==> src/cpu_pkg.sv <==
`default_nettype none

package cpu_pkg;

    typedef logic [31:0] word_t;
    typedef logic [4:0]  reg_addr_t;
    typedef logic [15:0] imm_t;

    typedef enum logic [2:0] {
        ALU_ADD = 3'd0,
        ALU_SUB = 3'd1,
        ALU_AND = 3'd2,
        ALU_OR  = 3'd3,
        ALU_SLT = 3'd4
    } alu_op_t;

    // Next PC source
    typedef enum logic [1:0] {
        PC_SEQ    = 2'd0,
        PC_JUMP   = 2'd1,
        PC_BRANCH = 2'd2,
        PC_HOLD   = 2'd3
    } pc_sel_t;

    // EX operand source
    typedef enum logic [1:0] {
        FWD_REG = 2'd0,
        FWD_MEM = 2'd1,
        FWD_WB  = 2'd2
    } fwd_sel_t;

    localparam word_t RESET_PC = 32'h0000_0000;

    localparam logic [5:0] OP_RTYPE = 6'h00;
    localparam logic [5:0] OP_J     = 6'h02;
    localparam logic [5:0] OP_BEQ   = 6'h04;
    localparam logic [5:0] OP_BNE   = 6'h05;
    localparam logic [5:0] OP_ADDIU = 6'h09;
    localparam logic [5:0] OP_LW    = 6'h23;
    localparam logic [5:0] OP_SW    = 6'h2b;

    localparam logic [5:0] FN_ADDU = 6'h21;
    localparam logic [5:0] FN_SUBU = 6'h23;
    localparam logic [5:0] FN_AND  = 6'h24;
    localparam logic [5:0] FN_OR   = 6'h25;
    localparam logic [5:0] FN_SLT  = 6'h2a;

endpackage

`default_nettype wire

==> src/cpu_top.sv <==
`timescale 1ns/1ps
`default_nettype none

module cpu_top (
    input  logic           clk,
    input  logic           rst_n_i,
    input  cpu_pkg::word_t ic_data_i,
    input  cpu_pkg::word_t dc_rdata_i,
    input  logic           mem_stall_i,
    output cpu_pkg::word_t ic_addr_o,
    output cpu_pkg::word_t dc_addr_o,
    output logic           dc_read_o,
    output logic           dc_write_o,
    output cpu_pkg::word_t dc_wdata_o
);

    cpu_pkg::word_t     pc, pc_plus4, jump_target;
    cpu_pkg::word_t     ifid_instr, ifid_pc_plus4;
    cpu_pkg::reg_addr_t id_rs, id_rt, id_dest;
    cpu_pkg::word_t     id_imm_ext, id_rs_data, id_rt_data;
    cpu_pkg::alu_op_t   id_alu_op;
    logic               id_use_imm, id_reg_write, id_mem_read, id_mem_write;
    logic               id_branch, id_branch_ne, id_jump;
    cpu_pkg::reg_addr_t idex_rs, idex_rt, idex_dest;
    cpu_pkg::word_t     idex_rs_data, idex_rt_data, idex_imm_ext, idex_pc_plus4;
    cpu_pkg::alu_op_t   idex_alu_op;
    logic               idex_use_imm, idex_reg_write, idex_mem_read, idex_mem_write;
    logic               idex_branch, idex_branch_ne, idex_bubble;
    cpu_pkg::fwd_sel_t  fwd_a, fwd_b;
    cpu_pkg::word_t     op_a, op_b, ex_result, ex_branch_target;
    logic               ex_equal;
    cpu_pkg::reg_addr_t exmem_dest, memwb_dest;
    cpu_pkg::word_t     exmem_result, exmem_store_data, exmem_branch_target;
    logic               exmem_reg_write, exmem_mem_read, exmem_mem_write, exmem_branch_taken;
    cpu_pkg::word_t     memwb_result, memwb_load_data, wb_data;
    logic               memwb_reg_write, memwb_mem_read;
    logic               freeze, stall_ifid, flush_ifid, flush_idex;
    cpu_pkg::pc_sel_t   pc_sel;

    //////////////////////////////////////////////////
    // Fetch
    //////////////////////////////////////////////////

    assign pc_plus4  = pc + 32'd4;
    assign ic_addr_o = pc;

    always_ff @(posedge clk) begin
        if (!rst_n_i) begin
            pc <= cpu_pkg::RESET_PC;
        end else begin
            case (pc_sel)
                cpu_pkg::PC_SEQ:    pc <= pc_plus4;
                cpu_pkg::PC_JUMP:   pc <= jump_target;
                cpu_pkg::PC_BRANCH: pc <= exmem_branch_target;
                default:            pc <= pc;
            endcase
        end
    end

    always_ff @(posedge clk) begin
        if (!freeze && !stall_ifid) begin
            ifid_pc_plus4 <= pc_plus4;
            ifid_instr    <= flush_ifid ? '0 : ic_data_i;
        end
        if (!rst_n_i) begin
            ifid_instr <= '0;
        end
    end

    //////////////////////////////////////////////////
    // Decode
    //////////////////////////////////////////////////

    assign jump_target = {ifid_pc_plus4[31:28], ifid_instr[25:0], 2'b00};

    instr_decoder u_decoder (
        .instr_i     (ifid_instr),
        .rs_o        (id_rs),
        .rt_o        (id_rt),
        .dest_o      (id_dest),
        .imm_ext_o   (id_imm_ext),
        .alu_op_o    (id_alu_op),
        .use_imm_o   (id_use_imm),
        .reg_write_o (id_reg_write),
        .mem_read_o  (id_mem_read),
        .mem_write_o (id_mem_write),
        .branch_o    (id_branch),
        .branch_ne_o (id_branch_ne),
        .jump_o      (id_jump)
    );

    reg_file u_reg_file (
        .clk       (clk),
        .rst_n_i   (rst_n_i),
        .rs_addr_i (id_rs),
        .rt_addr_i (id_rt),
        .wr_en_i   (memwb_reg_write),
        .wr_addr_i (memwb_dest),
        .wr_data_i (wb_data),
        .rs_data_o (id_rs_data),
        .rt_data_o (id_rt_data)
    );

    hazard_unit u_hazard (
        .mem_stall_i        (mem_stall_i),
        .id_rs_i            (id_rs),
        .id_rt_i            (id_rt),
        .ex_mem_read_i      (idex_mem_read),
        .ex_dest_i          (idex_dest),
        .id_jump_i          (id_jump),
        .mem_branch_taken_i (exmem_branch_taken),
        .freeze_o           (freeze),
        .stall_ifid_o       (stall_ifid),
        .flush_ifid_o       (flush_ifid),
        .flush_idex_o       (flush_idex),
        .pc_sel_o           (pc_sel)
    );

    // Squashed or interlocked slot enters EX as a bubble
    assign idex_bubble = flush_idex || stall_ifid;

    always_ff @(posedge clk) begin
        if (!freeze) begin
            idex_rs        <= id_rs;
            idex_rt        <= id_rt;
            idex_dest      <= id_dest;
            idex_rs_data   <= id_rs_data;
            idex_rt_data   <= id_rt_data;
            idex_imm_ext   <= id_imm_ext;
            idex_pc_plus4  <= ifid_pc_plus4;
            idex_alu_op    <= id_alu_op;
            idex_use_imm   <= id_use_imm;
            idex_reg_write <= id_reg_write && !idex_bubble;
            idex_mem_read  <= id_mem_read && !idex_bubble;
            idex_mem_write <= id_mem_write && !idex_bubble;
            idex_branch    <= id_branch && !idex_bubble;
            idex_branch_ne <= id_branch_ne;
        end
        if (!rst_n_i) begin
            idex_reg_write <= 1'b0;
            idex_mem_read  <= 1'b0;
            idex_mem_write <= 1'b0;
            idex_branch    <= 1'b0;
        end
    end

    //////////////////////////////////////////////////
    // Execute
    //////////////////////////////////////////////////

    forward_unit u_forward (
        .ex_rs_i         (idex_rs),
        .ex_rt_i         (idex_rt),
        .mem_dest_i      (exmem_dest),
        .mem_reg_write_i (exmem_reg_write),
        .wb_dest_i       (memwb_dest),
        .wb_reg_write_i  (memwb_reg_write),
        .fwd_a_o         (fwd_a),
        .fwd_b_o         (fwd_b)
    );

    function automatic cpu_pkg::word_t fwd_mux(
        input cpu_pkg::fwd_sel_t sel,
        input cpu_pkg::word_t    reg_val,
        input cpu_pkg::word_t    mem_val,
        input cpu_pkg::word_t    wb_val
    );
        case (sel)
            cpu_pkg::FWD_MEM: return mem_val;
            cpu_pkg::FWD_WB:  return wb_val;
            default:          return reg_val;
        endcase
    endfunction

    assign op_a = fwd_mux(fwd_a, idex_rs_data, exmem_result, wb_data);
    assign op_b = fwd_mux(fwd_b, idex_rt_data, exmem_result, wb_data);

    execute_unit u_execute (
        .op_a_i          (op_a),
        .op_b_i          (op_b),
        .imm_ext_i       (idex_imm_ext),
        .pc_plus4_i      (idex_pc_plus4),
        .alu_op_i        (idex_alu_op),
        .use_imm_i       (idex_use_imm),
        .result_o        (ex_result),
        .branch_target_o (ex_branch_target),
        .equal_o         (ex_equal)
    );

    always_ff @(posedge clk) begin
        if (!freeze) begin
            exmem_dest          <= idex_dest;
            exmem_result        <= ex_result;
            exmem_store_data    <= op_b;
            exmem_branch_target <= ex_branch_target;
            exmem_reg_write     <= idex_reg_write;
            exmem_mem_read      <= idex_mem_read;
            exmem_mem_write     <= idex_mem_write;
            exmem_branch_taken  <= idex_branch && (ex_equal != idex_branch_ne);
        end
        if (!rst_n_i) begin
            exmem_reg_write    <= 1'b0;
            exmem_mem_read     <= 1'b0;
            exmem_mem_write    <= 1'b0;
            exmem_branch_taken <= 1'b0;
        end
    end

    //////////////////////////////////////////////////
    // Memory and writeback
    //////////////////////////////////////////////////

    assign dc_addr_o  = exmem_result;
    assign dc_wdata_o = exmem_store_data;
    assign dc_read_o  = exmem_mem_read;
    assign dc_write_o = exmem_mem_write;

    always_ff @(posedge clk) begin
        if (!freeze) begin
            memwb_dest      <= exmem_dest;
            memwb_result    <= exmem_result;
            memwb_load_data <= dc_rdata_i;
            memwb_reg_write <= exmem_reg_write;
            memwb_mem_read  <= exmem_mem_read;
        end
        if (!rst_n_i) begin
            memwb_reg_write <= 1'b0;
            memwb_mem_read  <= 1'b0;
        end
    end

    assign wb_data = memwb_mem_read ? memwb_load_data : memwb_result;

endmodule

`default_nettype wire

==> src/execute_unit.sv <==
`timescale 1ns/1ps
`default_nettype none

module execute_unit (
    input  cpu_pkg::word_t   op_a_i,
    input  cpu_pkg::word_t   op_b_i,
    input  cpu_pkg::word_t   imm_ext_i,
    input  cpu_pkg::word_t   pc_plus4_i,
    input  cpu_pkg::alu_op_t alu_op_i,
    input  logic             use_imm_i,
    output cpu_pkg::word_t   result_o,
    output cpu_pkg::word_t   branch_target_o,
    output logic             equal_o
);

    cpu_pkg::word_t alu_b;

    assign alu_b = use_imm_i ? imm_ext_i : op_b_i;

    always_comb begin
        case (alu_op_i)
            cpu_pkg::ALU_SUB: result_o = op_a_i - alu_b;
            cpu_pkg::ALU_AND: result_o = op_a_i & alu_b;
            cpu_pkg::ALU_OR:  result_o = op_a_i | alu_b;
            cpu_pkg::ALU_SLT: result_o = {31'b0, $signed(op_a_i) < $signed(alu_b)};
            default:          result_o = op_a_i + alu_b;
        endcase
    end

    // Branch compare always uses both registers
    assign equal_o         = (op_a_i == op_b_i);
    assign branch_target_o = pc_plus4_i + {imm_ext_i[29:0], 2'b00};

endmodule

`default_nettype wire

==> src/forward_unit.sv <==
`timescale 1ns/1ps
`default_nettype none

module forward_unit (
    input  cpu_pkg::reg_addr_t ex_rs_i,
    input  cpu_pkg::reg_addr_t ex_rt_i,
    input  cpu_pkg::reg_addr_t mem_dest_i,
    input  logic               mem_reg_write_i,
    input  cpu_pkg::reg_addr_t wb_dest_i,
    input  logic               wb_reg_write_i,
    output cpu_pkg::fwd_sel_t  fwd_a_o,
    output cpu_pkg::fwd_sel_t  fwd_b_o
);

    // Youngest producer wins
    // r0 writes never reach here
    function automatic cpu_pkg::fwd_sel_t pick_source(input cpu_pkg::reg_addr_t src);
        if (mem_reg_write_i && (mem_dest_i == src)) begin
            return cpu_pkg::FWD_MEM;
        end
        if (wb_reg_write_i && (wb_dest_i == src)) begin
            return cpu_pkg::FWD_WB;
        end
        return cpu_pkg::FWD_REG;
    endfunction

    always_comb begin
        fwd_a_o = pick_source(ex_rs_i);
        fwd_b_o = pick_source(ex_rt_i);
    end

endmodule

`default_nettype wire

==> src/hazard_unit.sv <==
`timescale 1ns/1ps
`default_nettype none

module hazard_unit (
    input  logic               mem_stall_i,
    input  cpu_pkg::reg_addr_t id_rs_i,
    input  cpu_pkg::reg_addr_t id_rt_i,
    input  logic               ex_mem_read_i,
    input  cpu_pkg::reg_addr_t ex_dest_i,
    input  logic               id_jump_i,
    input  logic               mem_branch_taken_i,
    output logic               freeze_o,
    output logic               stall_ifid_o,
    output logic               flush_ifid_o,
    output logic               flush_idex_o,
    output cpu_pkg::pc_sel_t   pc_sel_o
);

    logic load_use;

    // Load in EX feeding the instruction in ID
    assign load_use = ex_mem_read_i && (ex_dest_i != '0) &&
                      ((ex_dest_i == id_rs_i) || (ex_dest_i == id_rt_i));

    assign freeze_o     = mem_stall_i;
    assign flush_ifid_o = mem_branch_taken_i;
    assign flush_idex_o = mem_branch_taken_i;
    // The ID instruction is squashed anyway on a taken branch
    assign stall_ifid_o = load_use && !mem_branch_taken_i;

    always_comb begin
        if (mem_stall_i) begin
            pc_sel_o = cpu_pkg::PC_HOLD;
        end else if (mem_branch_taken_i) begin
            pc_sel_o = cpu_pkg::PC_BRANCH;
        end else if (load_use) begin
            pc_sel_o = cpu_pkg::PC_HOLD;
        end else if (id_jump_i) begin
            pc_sel_o = cpu_pkg::PC_JUMP;
        end else begin
            pc_sel_o = cpu_pkg::PC_SEQ;
        end
    end

endmodule

`default_nettype wire

==> src/instr_decoder.sv <==
`timescale 1ns/1ps
`default_nettype none

module instr_decoder (
    input  cpu_pkg::word_t     instr_i,
    output cpu_pkg::reg_addr_t rs_o,
    output cpu_pkg::reg_addr_t rt_o,
    output cpu_pkg::reg_addr_t dest_o,
    output cpu_pkg::word_t     imm_ext_o,
    output cpu_pkg::alu_op_t   alu_op_o,
    output logic               use_imm_o,
    output logic               reg_write_o,
    output logic               mem_read_o,
    output logic               mem_write_o,
    output logic               branch_o,
    output logic               branch_ne_o,
    output logic               jump_o
);

    logic [5:0]         opcode;
    logic [5:0]         funct;
    cpu_pkg::imm_t      imm;
    cpu_pkg::reg_addr_t rd;
    logic               writes_reg;

    assign opcode    = instr_i[31:26];
    assign rs_o      = instr_i[25:21];
    assign rt_o      = instr_i[20:16];
    assign rd        = instr_i[15:11];
    assign funct     = instr_i[5:0];
    assign imm       = instr_i[15:0];
    assign imm_ext_o = {{16{imm[15]}}, imm};

    always_comb begin
        alu_op_o    = cpu_pkg::ALU_ADD;
        dest_o      = rd;
        use_imm_o   = 1'b0;
        writes_reg  = 1'b0;
        mem_read_o  = 1'b0;
        mem_write_o = 1'b0;
        branch_o    = 1'b0;
        branch_ne_o = 1'b0;
        jump_o      = 1'b0;
        case (opcode)
            cpu_pkg::OP_RTYPE: begin
                writes_reg = 1'b1;
                case (funct)
                    cpu_pkg::FN_ADDU: alu_op_o = cpu_pkg::ALU_ADD;
                    cpu_pkg::FN_SUBU: alu_op_o = cpu_pkg::ALU_SUB;
                    cpu_pkg::FN_AND:  alu_op_o = cpu_pkg::ALU_AND;
                    cpu_pkg::FN_OR:   alu_op_o = cpu_pkg::ALU_OR;
                    cpu_pkg::FN_SLT:  alu_op_o = cpu_pkg::ALU_SLT;
                    default:          writes_reg = 1'b0;
                endcase
            end
            cpu_pkg::OP_ADDIU: begin
                dest_o     = rt_o;
                use_imm_o  = 1'b1;
                writes_reg = 1'b1;
            end
            cpu_pkg::OP_LW: begin
                dest_o     = rt_o;
                use_imm_o  = 1'b1;
                writes_reg = 1'b1;
                mem_read_o = 1'b1;
            end
            cpu_pkg::OP_SW: begin
                use_imm_o   = 1'b1;
                mem_write_o = 1'b1;
            end
            cpu_pkg::OP_BEQ: branch_o = 1'b1;
            cpu_pkg::OP_BNE: begin
                branch_o    = 1'b1;
                branch_ne_o = 1'b1;
            end
            cpu_pkg::OP_J: jump_o = 1'b1;
            default: ;
        endcase
    end

    // r0 is never written
    assign reg_write_o = writes_reg && (dest_o != '0);

endmodule

`default_nettype wire

==> src/reg_file.sv <==
`timescale 1ns/1ps
`default_nettype none

module reg_file (
    input  logic               clk,
    input  logic               rst_n_i,
    input  cpu_pkg::reg_addr_t rs_addr_i,
    input  cpu_pkg::reg_addr_t rt_addr_i,
    input  logic               wr_en_i,
    input  cpu_pkg::reg_addr_t wr_addr_i,
    input  cpu_pkg::word_t     wr_data_i,
    output cpu_pkg::word_t     rs_data_o,
    output cpu_pkg::word_t     rt_data_o
);

    cpu_pkg::word_t regs [1:31];

    always_ff @(posedge clk) begin
        if (!rst_n_i) begin
            for (int i = 1; i < 32; i++) begin
                regs[i] <= '0;
            end
        end else if (wr_en_i && (wr_addr_i != '0)) begin
            regs[wr_addr_i] <= wr_data_i;
        end
    end

    // Same-cycle write shows up on the read side
    function automatic cpu_pkg::word_t read_port(input cpu_pkg::reg_addr_t addr);
        if (addr == '0) begin
            return '0;
        end
        if (wr_en_i && (wr_addr_i == addr)) begin
            return wr_data_i;
        end
        return regs[addr];
    endfunction

    always_comb begin
        rs_data_o = read_port(rs_addr_i);
        rt_data_o = read_port(rt_addr_i);
    end

endmodule

`default_nettype wire

==> config.mk <==
export PLATFORM = sky130hd
export DESIGN_NAME = cpu_top
export DESIGN_NICKNAME = d
export VERILOG_FILES = /design/src/cpu_pkg.sv /design/src/cpu_top.sv /design/src/execute_unit.sv /design/src/forward_unit.sv /design/src/hazard_unit.sv /design/src/instr_decoder.sv /design/src/reg_file.sv
export SDC_FILE = /design/constraint.sdc
export NUM_CORES = 2
export LEC_CHECK = 0
export BUFFER_PORTS_ARGS = -buffer_cell sky130_fd_sc_hd__buf_2
export CAP_MARGIN = 5
export CORE_ASPECT_RATIO = 1.5
export CORE_MARGIN = 2
export CORE_UTILIZATION = 50
export DETAILED_ROUTE_END_ITERATION = 8
export PLACE_DENSITY = 0.66
export SYNTH_ARGS = -nofsm -noshare
export SYNTH_HDL_FRONTEND = slang
export SYNTH_HIERARCHICAL = 1
export SYNTH_SLANG_ARGS = --single-unit
==> constraint.sdc <==
create_clock -name clk -period 18.9 [get_ports clk]
set_clock_uncertainty 0.05 [all_clocks]
set_input_delay 1.89 -clock clk [delete_from_list [all_inputs] [get_ports clk]]
set_output_delay 1.89 -clock clk [all_outputs]
set_load 0.01 [all_outputs]
; Word level (Yosys, flattened, before mapping)
; Memories as Yosys holds them, arrays and structs flattened. A register that Yosys moved wholly into a read port is not among the register bits.
; Index checks and enable logic that the tools add are counted.
[classes]
n_addsub = 4
order_cmp = 1
bitwise_logic = 2
mul = 0
shifts = 0
n_eq_ne = 31
div = 0
muxes = 60
n_reduce_logical = 36
[ops]
columns = cell, n
row1 = 2-to-1 mux 32 bit, 12
row2 = one-hot mux 32 bit (2 select lines), 2
row3 = one-hot mux 32 bit (4 select lines), 1
row4 = one-hot mux 32 bit (3 select lines), 1
row5 = adder 32 bit, 2
row6 = "== test 6 bit, second input constant", 7
row7 = == test 5 bit, 8
row8 = "adder 32 x 3 -> 32 bit, second input constant", 1
row9 = AND 32 bit, 1
row10 = == test 32 bit, 1
row11 = < comparator 32 bit, 1
row12 = bitwise OR 32 bit, 1
row13 = OR reduction 32 bit, 1
row14 = subtractor 32 bit, 1
row15 = 2-to-1 mux 5 bit, 6
row16 = 2-to-1 mux 1 bit, 25
row17 = 2-to-1 mux 2 bit, 11
row18 = logical AND 1 bit, 17
row19 = nonzero test 5 bit, 3
row20 = "== test 6 x 3 -> 1 bit, second input constant", 2
row21 = one-hot mux 3 bit (4 select lines), 1
row22 = logical NOT 5 bit, 2
row23 = "== test 2 x 1 -> 1 bit, second input constant", 3
row24 = "== test 2 bit, second input constant", 3
row25 = 15 further kinds, 21
[word_totals]
ramBits = 992
output_inout_bits = 98
in_bits = 67
n_memories = 1
romBits = 0
ff_bits = 408
latchBits = 0
wordCells = 165
[memory_table]
columns = name, depth, width, read_ports, rd_ports_with_merged_regs, wr, line_no
row1 = u_reg_file.regs, 31, 32, 2, 2, 31, reg_file.sv:16  ; cpu_pkg::word_t regs [1:31];

; Longest topological paths before layout
[logic_depth]
ltp_word = 11
mapped_depth = 23
ltp_nobuf = 21

; Modules after synthesis
; Netlist, hierarchy kept.
[modules_own_cells]
columns = mod, area_each_um2, seq_area_each_um2, n_inst, cells_each
row1 = reg_file, 54788.8, 30749.5, 1, 3747
row2 = cpu_top, 16200.5, 11991.5, 1, 1115
row3 = execute_unit, 7104.3, 0.0, 1, 1047
row4 = instr_decoder, 601.8, 0.0, 1, 79
row5 = forward_unit, 250.2, 0.0, 1, 30
row6 = hazard_unit, 186.4, 0.0, 1, 27

; Worst setup path before layout
; Ideal clock, no wire load.
[synth_timing]
kind = input port to flip-flop
start = input mem_stall_i
end = register idex_mem_read
cell_stages = 5
n_path_buf = 1
required_ps = 18785
setup_time_ps = 65
arrival_ps = 9002
setup_slack_ps = 9782
cell_sequence = buf_4 > inv_1 > and3_1 > a21oi_1 > nor2_1
[synth_lines]
columns = element, line_no
row1 = "start, declared", cpu_top.sv:9  ; input logic mem_stall_i,
row2 = "end signal, assigned", cpu_top.sv:134  ; idex_mem_read <= id_mem_read && !idex_bubble;
row3 = "end, declared", cpu_top.sv:27  ; logic idex_use_imm, idex_reg_write, idex_mem_read, idex_mem_write;

; Worst setup path after layout
[layout_timing]
start = register memwb_dest[4]
end = register exmem_result[0] (netlist: dc_addr_o[0]) (data pin)
[layout_via]
elab_chain_cells = 11
elab_cells_between_ends = 27
classes_between = add/sub: 2 / order compare: 1 / eq/ne: 6 / mux: 14 / bitwise: 2 / reduce/logical: 2
[layout_lines]
columns = element, line_no
row1 = "start, declared", cpu_top.sv:32  ; cpu_pkg::reg_addr_t exmem_dest, memwb_dest;
row2 = "start signal, assigned", cpu_top.sv:220  ; memwb_dest <= exmem_dest;
row3 = == test 5 bit (*), forward_unit.sv:21  ; if (wb_reg_write_i && (wb_dest_i == src)) begin
row4 = logical AND 1 bit (*), forward_unit.sv:21
row5 = 2-to-1 mux 1 bit (2 in series), forward_unit.sv:21
row6 = 2-to-1 mux 2 bit (*), forward_unit.sv:24  ; return cpu_pkg::FWD_REG;
row7 = 2-to-1 mux 2 bit (*), forward_unit.sv:21
row8 = named net fwd_b[1], cpu_top.sv:29  ; cpu_pkg::fwd_sel_t fwd_a, fwd_b;
row9 = == test 2 bit or == test 2 x 1 -> 1 bit (tied branches), cpu_top.sv:168  ; case (sel)
row10 = one-hot mux 32 bit (2 select lines) (*), cpu_top.sv:168
row11 = named net op_b[18], cpu_top.sv:30  ; cpu_pkg::word_t op_a, op_b, ex_result, ex_branch_target;
row12 = 2-to-1 mux 32 bit (*), execute_unit.sv:18  ; assign alu_b = use_imm_i ? imm_ext_i : op_b_i;
row13 = < comparator 32 bit (*), execute_unit.sv:25  ; cpu_pkg::ALU_SLT: result_o = {31'b0, $signed(op_a_i) < $signed(alu_b)};
row14 = one-hot mux 32 bit (4 select lines) (*), execute_unit.sv:21  ; case (alu_op_i)
row15 = named net ex_result[0], cpu_top.sv:30
row16 = "end signal, assigned", cpu_top.sv:193  ; exmem_result <= ex_result;
row17 = "end, declared", cpu_top.sv:33  ; cpu_pkg::word_t exmem_result, exmem_store_data, exmem_branch_target;
; The timed path passes the listed nets; every way through them passes the cells marked *. The select of a mux whose other input is x is not followed.
; A chain may end at the register's enable or synchronous reset.

==> results.toml <==
[run_status]
status = "completed"

[clocking]
numCtsBuffers = 141
cts_root_buffer = "clkbuf_16"
cts_tree = "built"
cts_resized = 0
clock-sinks = 1448
ctsHoldBuffers = 0
ctsLongestPathBuffers = 3
cts_setup_buffers = 0
htree_levels = 4
cts.clk_slew.worst_paths_ps = 60
insertion_delay_ps = 780

[timing]
rsz0062_at_grt = "no"
drv_slew = 0
fmax_ghz = 0.143
hold_violations = 0
fin_crit_ps = 7000
post-route-period-util_pct = 37.0
finalSetupViolations = 0
fin_tns_setup_ps = 0
relSlewSlack_pct = 3.62
worstMarginPinSlew_ps = 1430

[logic_synthesis]
synthTopCellsByArea = "edfxtp_1, mux4_2, and2_1"
synth_largest_area_cell = "edfxtp_1"
syn_avg_cell_area_sq_um = 13.1
synthMuxAreaShare_pct = 15.7
syn_inst = 6045
synth_seq_area_share_pct = 54.0
synth_edf_count = 1374
synth_top_family_by_area = "multiplexers"
ys_seq_elements = 1448
synth_warnings = 6
synth_compound_area_share_pct = 10.2
synthFlopType = "edfxtp_1"
netlist_area_sq_mm = 0.0791
netlist.area_leader.share_pct = 52.1
synth-xor-area-share_pct = 1.46
synth_top_cells_by_count = "edfxtp_1, and2_1, mux4_2"
async_reset_ff_share_pct = 0
yosys.area_share.simple_pct = 12.3
synth.most_common_cell = "edfxtp_1"
ys_types = 105
yosys.area_share.adder_pct = 2.21

[placement]
post-dp-hpwl_mm = 177
routabilityCongestion = 0.980
placed_area_sq_mm = 0.0816
port_buffers = 164
placed_cells = 7862

[final_layout]
nets = 6140
layout-drive-gt1-share_pct = 18.0
finalInstanceArea_sq_mm = 0.0860
syn_to_final_growth_pct = 8.67
instances_no_fill = 8120

[power]
powerDensity_mw_per_mm2 = 90.6
leakage_nw = 30.4
power_frac_clock_pct = 35.1
switching_share_pct = 28.1
power.share.sequential_pct = 49.5
switchingPower_mw = 2.18
p_int_mw = 5.60
vdd_drop_max_v = 0.0000902
p_comb_share_pct = 15.4

[grt]
grt_overflow_total = 0
grt_pass1_vias = 53776
antenna_found_initial = 14
grt_pass1_wl_mm = 377
grt_usage_pct = 32.3
grt_max_degree = 122

[floorplanning]
initial_utilization_pct = 50.4
core_sq_mm = 0.157
dieArea_sq_mm = 0.162
io_pins = 165
die_h_um = 491
row_count = 178
fp.dieW_um = 329

[routing]
first_iter_violations = 6274
avgRoutedWirePerCell_um = 32.6
viasPerCell = 6.68
drt-total-wl_mm = 265
drcViolationCount = 0
final_antenna_net_count = 0
dr.pass1.iters = 6
via_count = 54245

[critical_path]
reg2reg_from = "memwb_dest[4]"
worstSetupPathType = "reg2reg"
cp-end-kind = "flop"
cp.required_ps = 19360
cp-start-kind = "flop"
ff2ff_setup_slack_ps = 11900
worstPathArrival_ps = 7460
path_max_fanout = 32
r2r_end = "dc_addr_o[0]"
ff2ff_path_depth = 17

[hold_path]
min-delay-start = "idex_pc_plus4[1]"
hp-class = "reg2reg"
hold_depth = 0
hold_path_end = "exmem_branch_target[1]"

[run]
timing.max_cap.violations = 0
metrics by stage:
stage | hold slack (ps) | setup slack, ps | utilization [%] | total power [mW]
floorplan | 350 | 9780 | - | 4.63
global placement | 350 | 12230 | 52.0 | 5.07
detailed placement | 355 | 12200 | 52.0 | 5.09
CTS | 370 | 12190 | 54.8 | 7.79
global route | 374 | 11810 | 54.8 | 7.99
finish | 363 | 11900 | 54.8 | 7.79
power groups by stage:
stage / Combinational, mW / Clock [mW] / Sequential, mW
detailed placement: 1.17 / 0 / 3.92
CTS: 1.18 / 2.76 / 3.85
global route: 1.26 / 2.87 / 3.86
floorplan: 0.778 / 0 / 3.85
finish: 1.20 / 2.73 / 3.85
global placement: 1.16 / 0 / 3.91
cell usage in the layout, fill, tap and decap left out, types with 32 or more instances in the layout:
| cell type | count |
|---|---|
| nand3b_1 | 36 |
| nand2_1 | 236 |
| o21ai_0 | 159 |
| clkbuf_1 | 40 |
| clkbuf_16 | 144 |
| xor2_1 | 71 |
| xnor2_1 | 59 |
| mux2i_1 | 317 |
| buf_4 | 140 |
| a22oi_1 | 206 |
| inv_1 | 119 |
| conb_1 | 32 |
| nor2_1 | 141 |
| ha_1 | 133 |
| mux4_2 | 388 |
| a22o_1 | 56 |
| nor3_1 | 33 |
| a221oi_1 | 45 |
| mux2_2 | 42 |
| a21oi_1 | 243 |
| edfxtp_1 | 1374 |
| o22ai_1 | 56 |
| nand3_1 | 35 |
| o221ai_1 | 58 |
| dfxtp_1 | 65 |
| and2_1 | 999 |
| buf_2 | 163 |
kinds of logic after synthesis:
group / Yosys count
simple gates: 1701
flops: 1448
compound gates: 1159
mux: 752
buf+inv: 714
fa+ha+maj: 138
xor+xnor: 132
other cells: 1
worst max-delay path: stages, from the launching register on:
cell and delay [ps]:
edfxtp_1 580, xnor2_1 270, nand4_1 130, a311oi_1 550
ha_2 870, a22oi_1 130, o21ai_0 600, mux2i_1 350
ha_1 480, inv_1 250, nand2_1 180, nor4_1 430
o21ai_0 300, o21ai_1 480, a31oi_1 270, o21ai_1 390
a221o_1 310, nand2_1 80
layer usage:
layer	up-vias	track usage [%]	wire, um
li1	22743	-	-
met3	755	5.78	23000
met2	3103	54.5	131000
met4	8	20.0	18100
met1	27636	38.2	92500
met5	-	0	57
how the worst max path moves through the flow:
stage | start | endpoint | cells after the start
floorplan | mem_stall_i | idex_mem_read | 5
finish | memwb_dest[4] | dc_addr_o[0] | 17
CTS | ifid_instr[21] | idex_rs_data[25] | 9
global route | memwb_dest[4] | dc_addr_o[28] | 20
detailed placement | ifid_instr[21] | idex_rs_data[25] | 9
global placement | ifid_instr[21] | idex_rs_data[25] | 9
area by class of cell:
type                       count  area (sq um)
sequential                  1448         42800
antenna                        5          12.5
inverter                     125           477
clock inverter                67           559
tap                         2070          2590
multi-input combinational   3914         33900
timing repair buffer         305          1910
fill                       12809         71000
clock buffer                 186          3780
registers in the layout, summed over array words and instances, names as in the netlist, 32 cells and up:
| name | cells |
|---|---|
| idex_rt_data | 32 |
| ic_addr_o | 32 |
| exmem_branch_target | 32 |
| idex_pc_plus4 | 32 |
| ifid_pc_plus4 | 32 |
| dc_wdata_o | 32 |
| memwb_load_data | 32 |
| idex_imm_ext | 32 |
| dc_addr_o | 32 |
| u_reg_file/regs | 1024 |
| idex_rs_data | 32 |
| memwb_result | 32 |
| ifid_instr | 32 |
(Power assumes the default switching activity.)
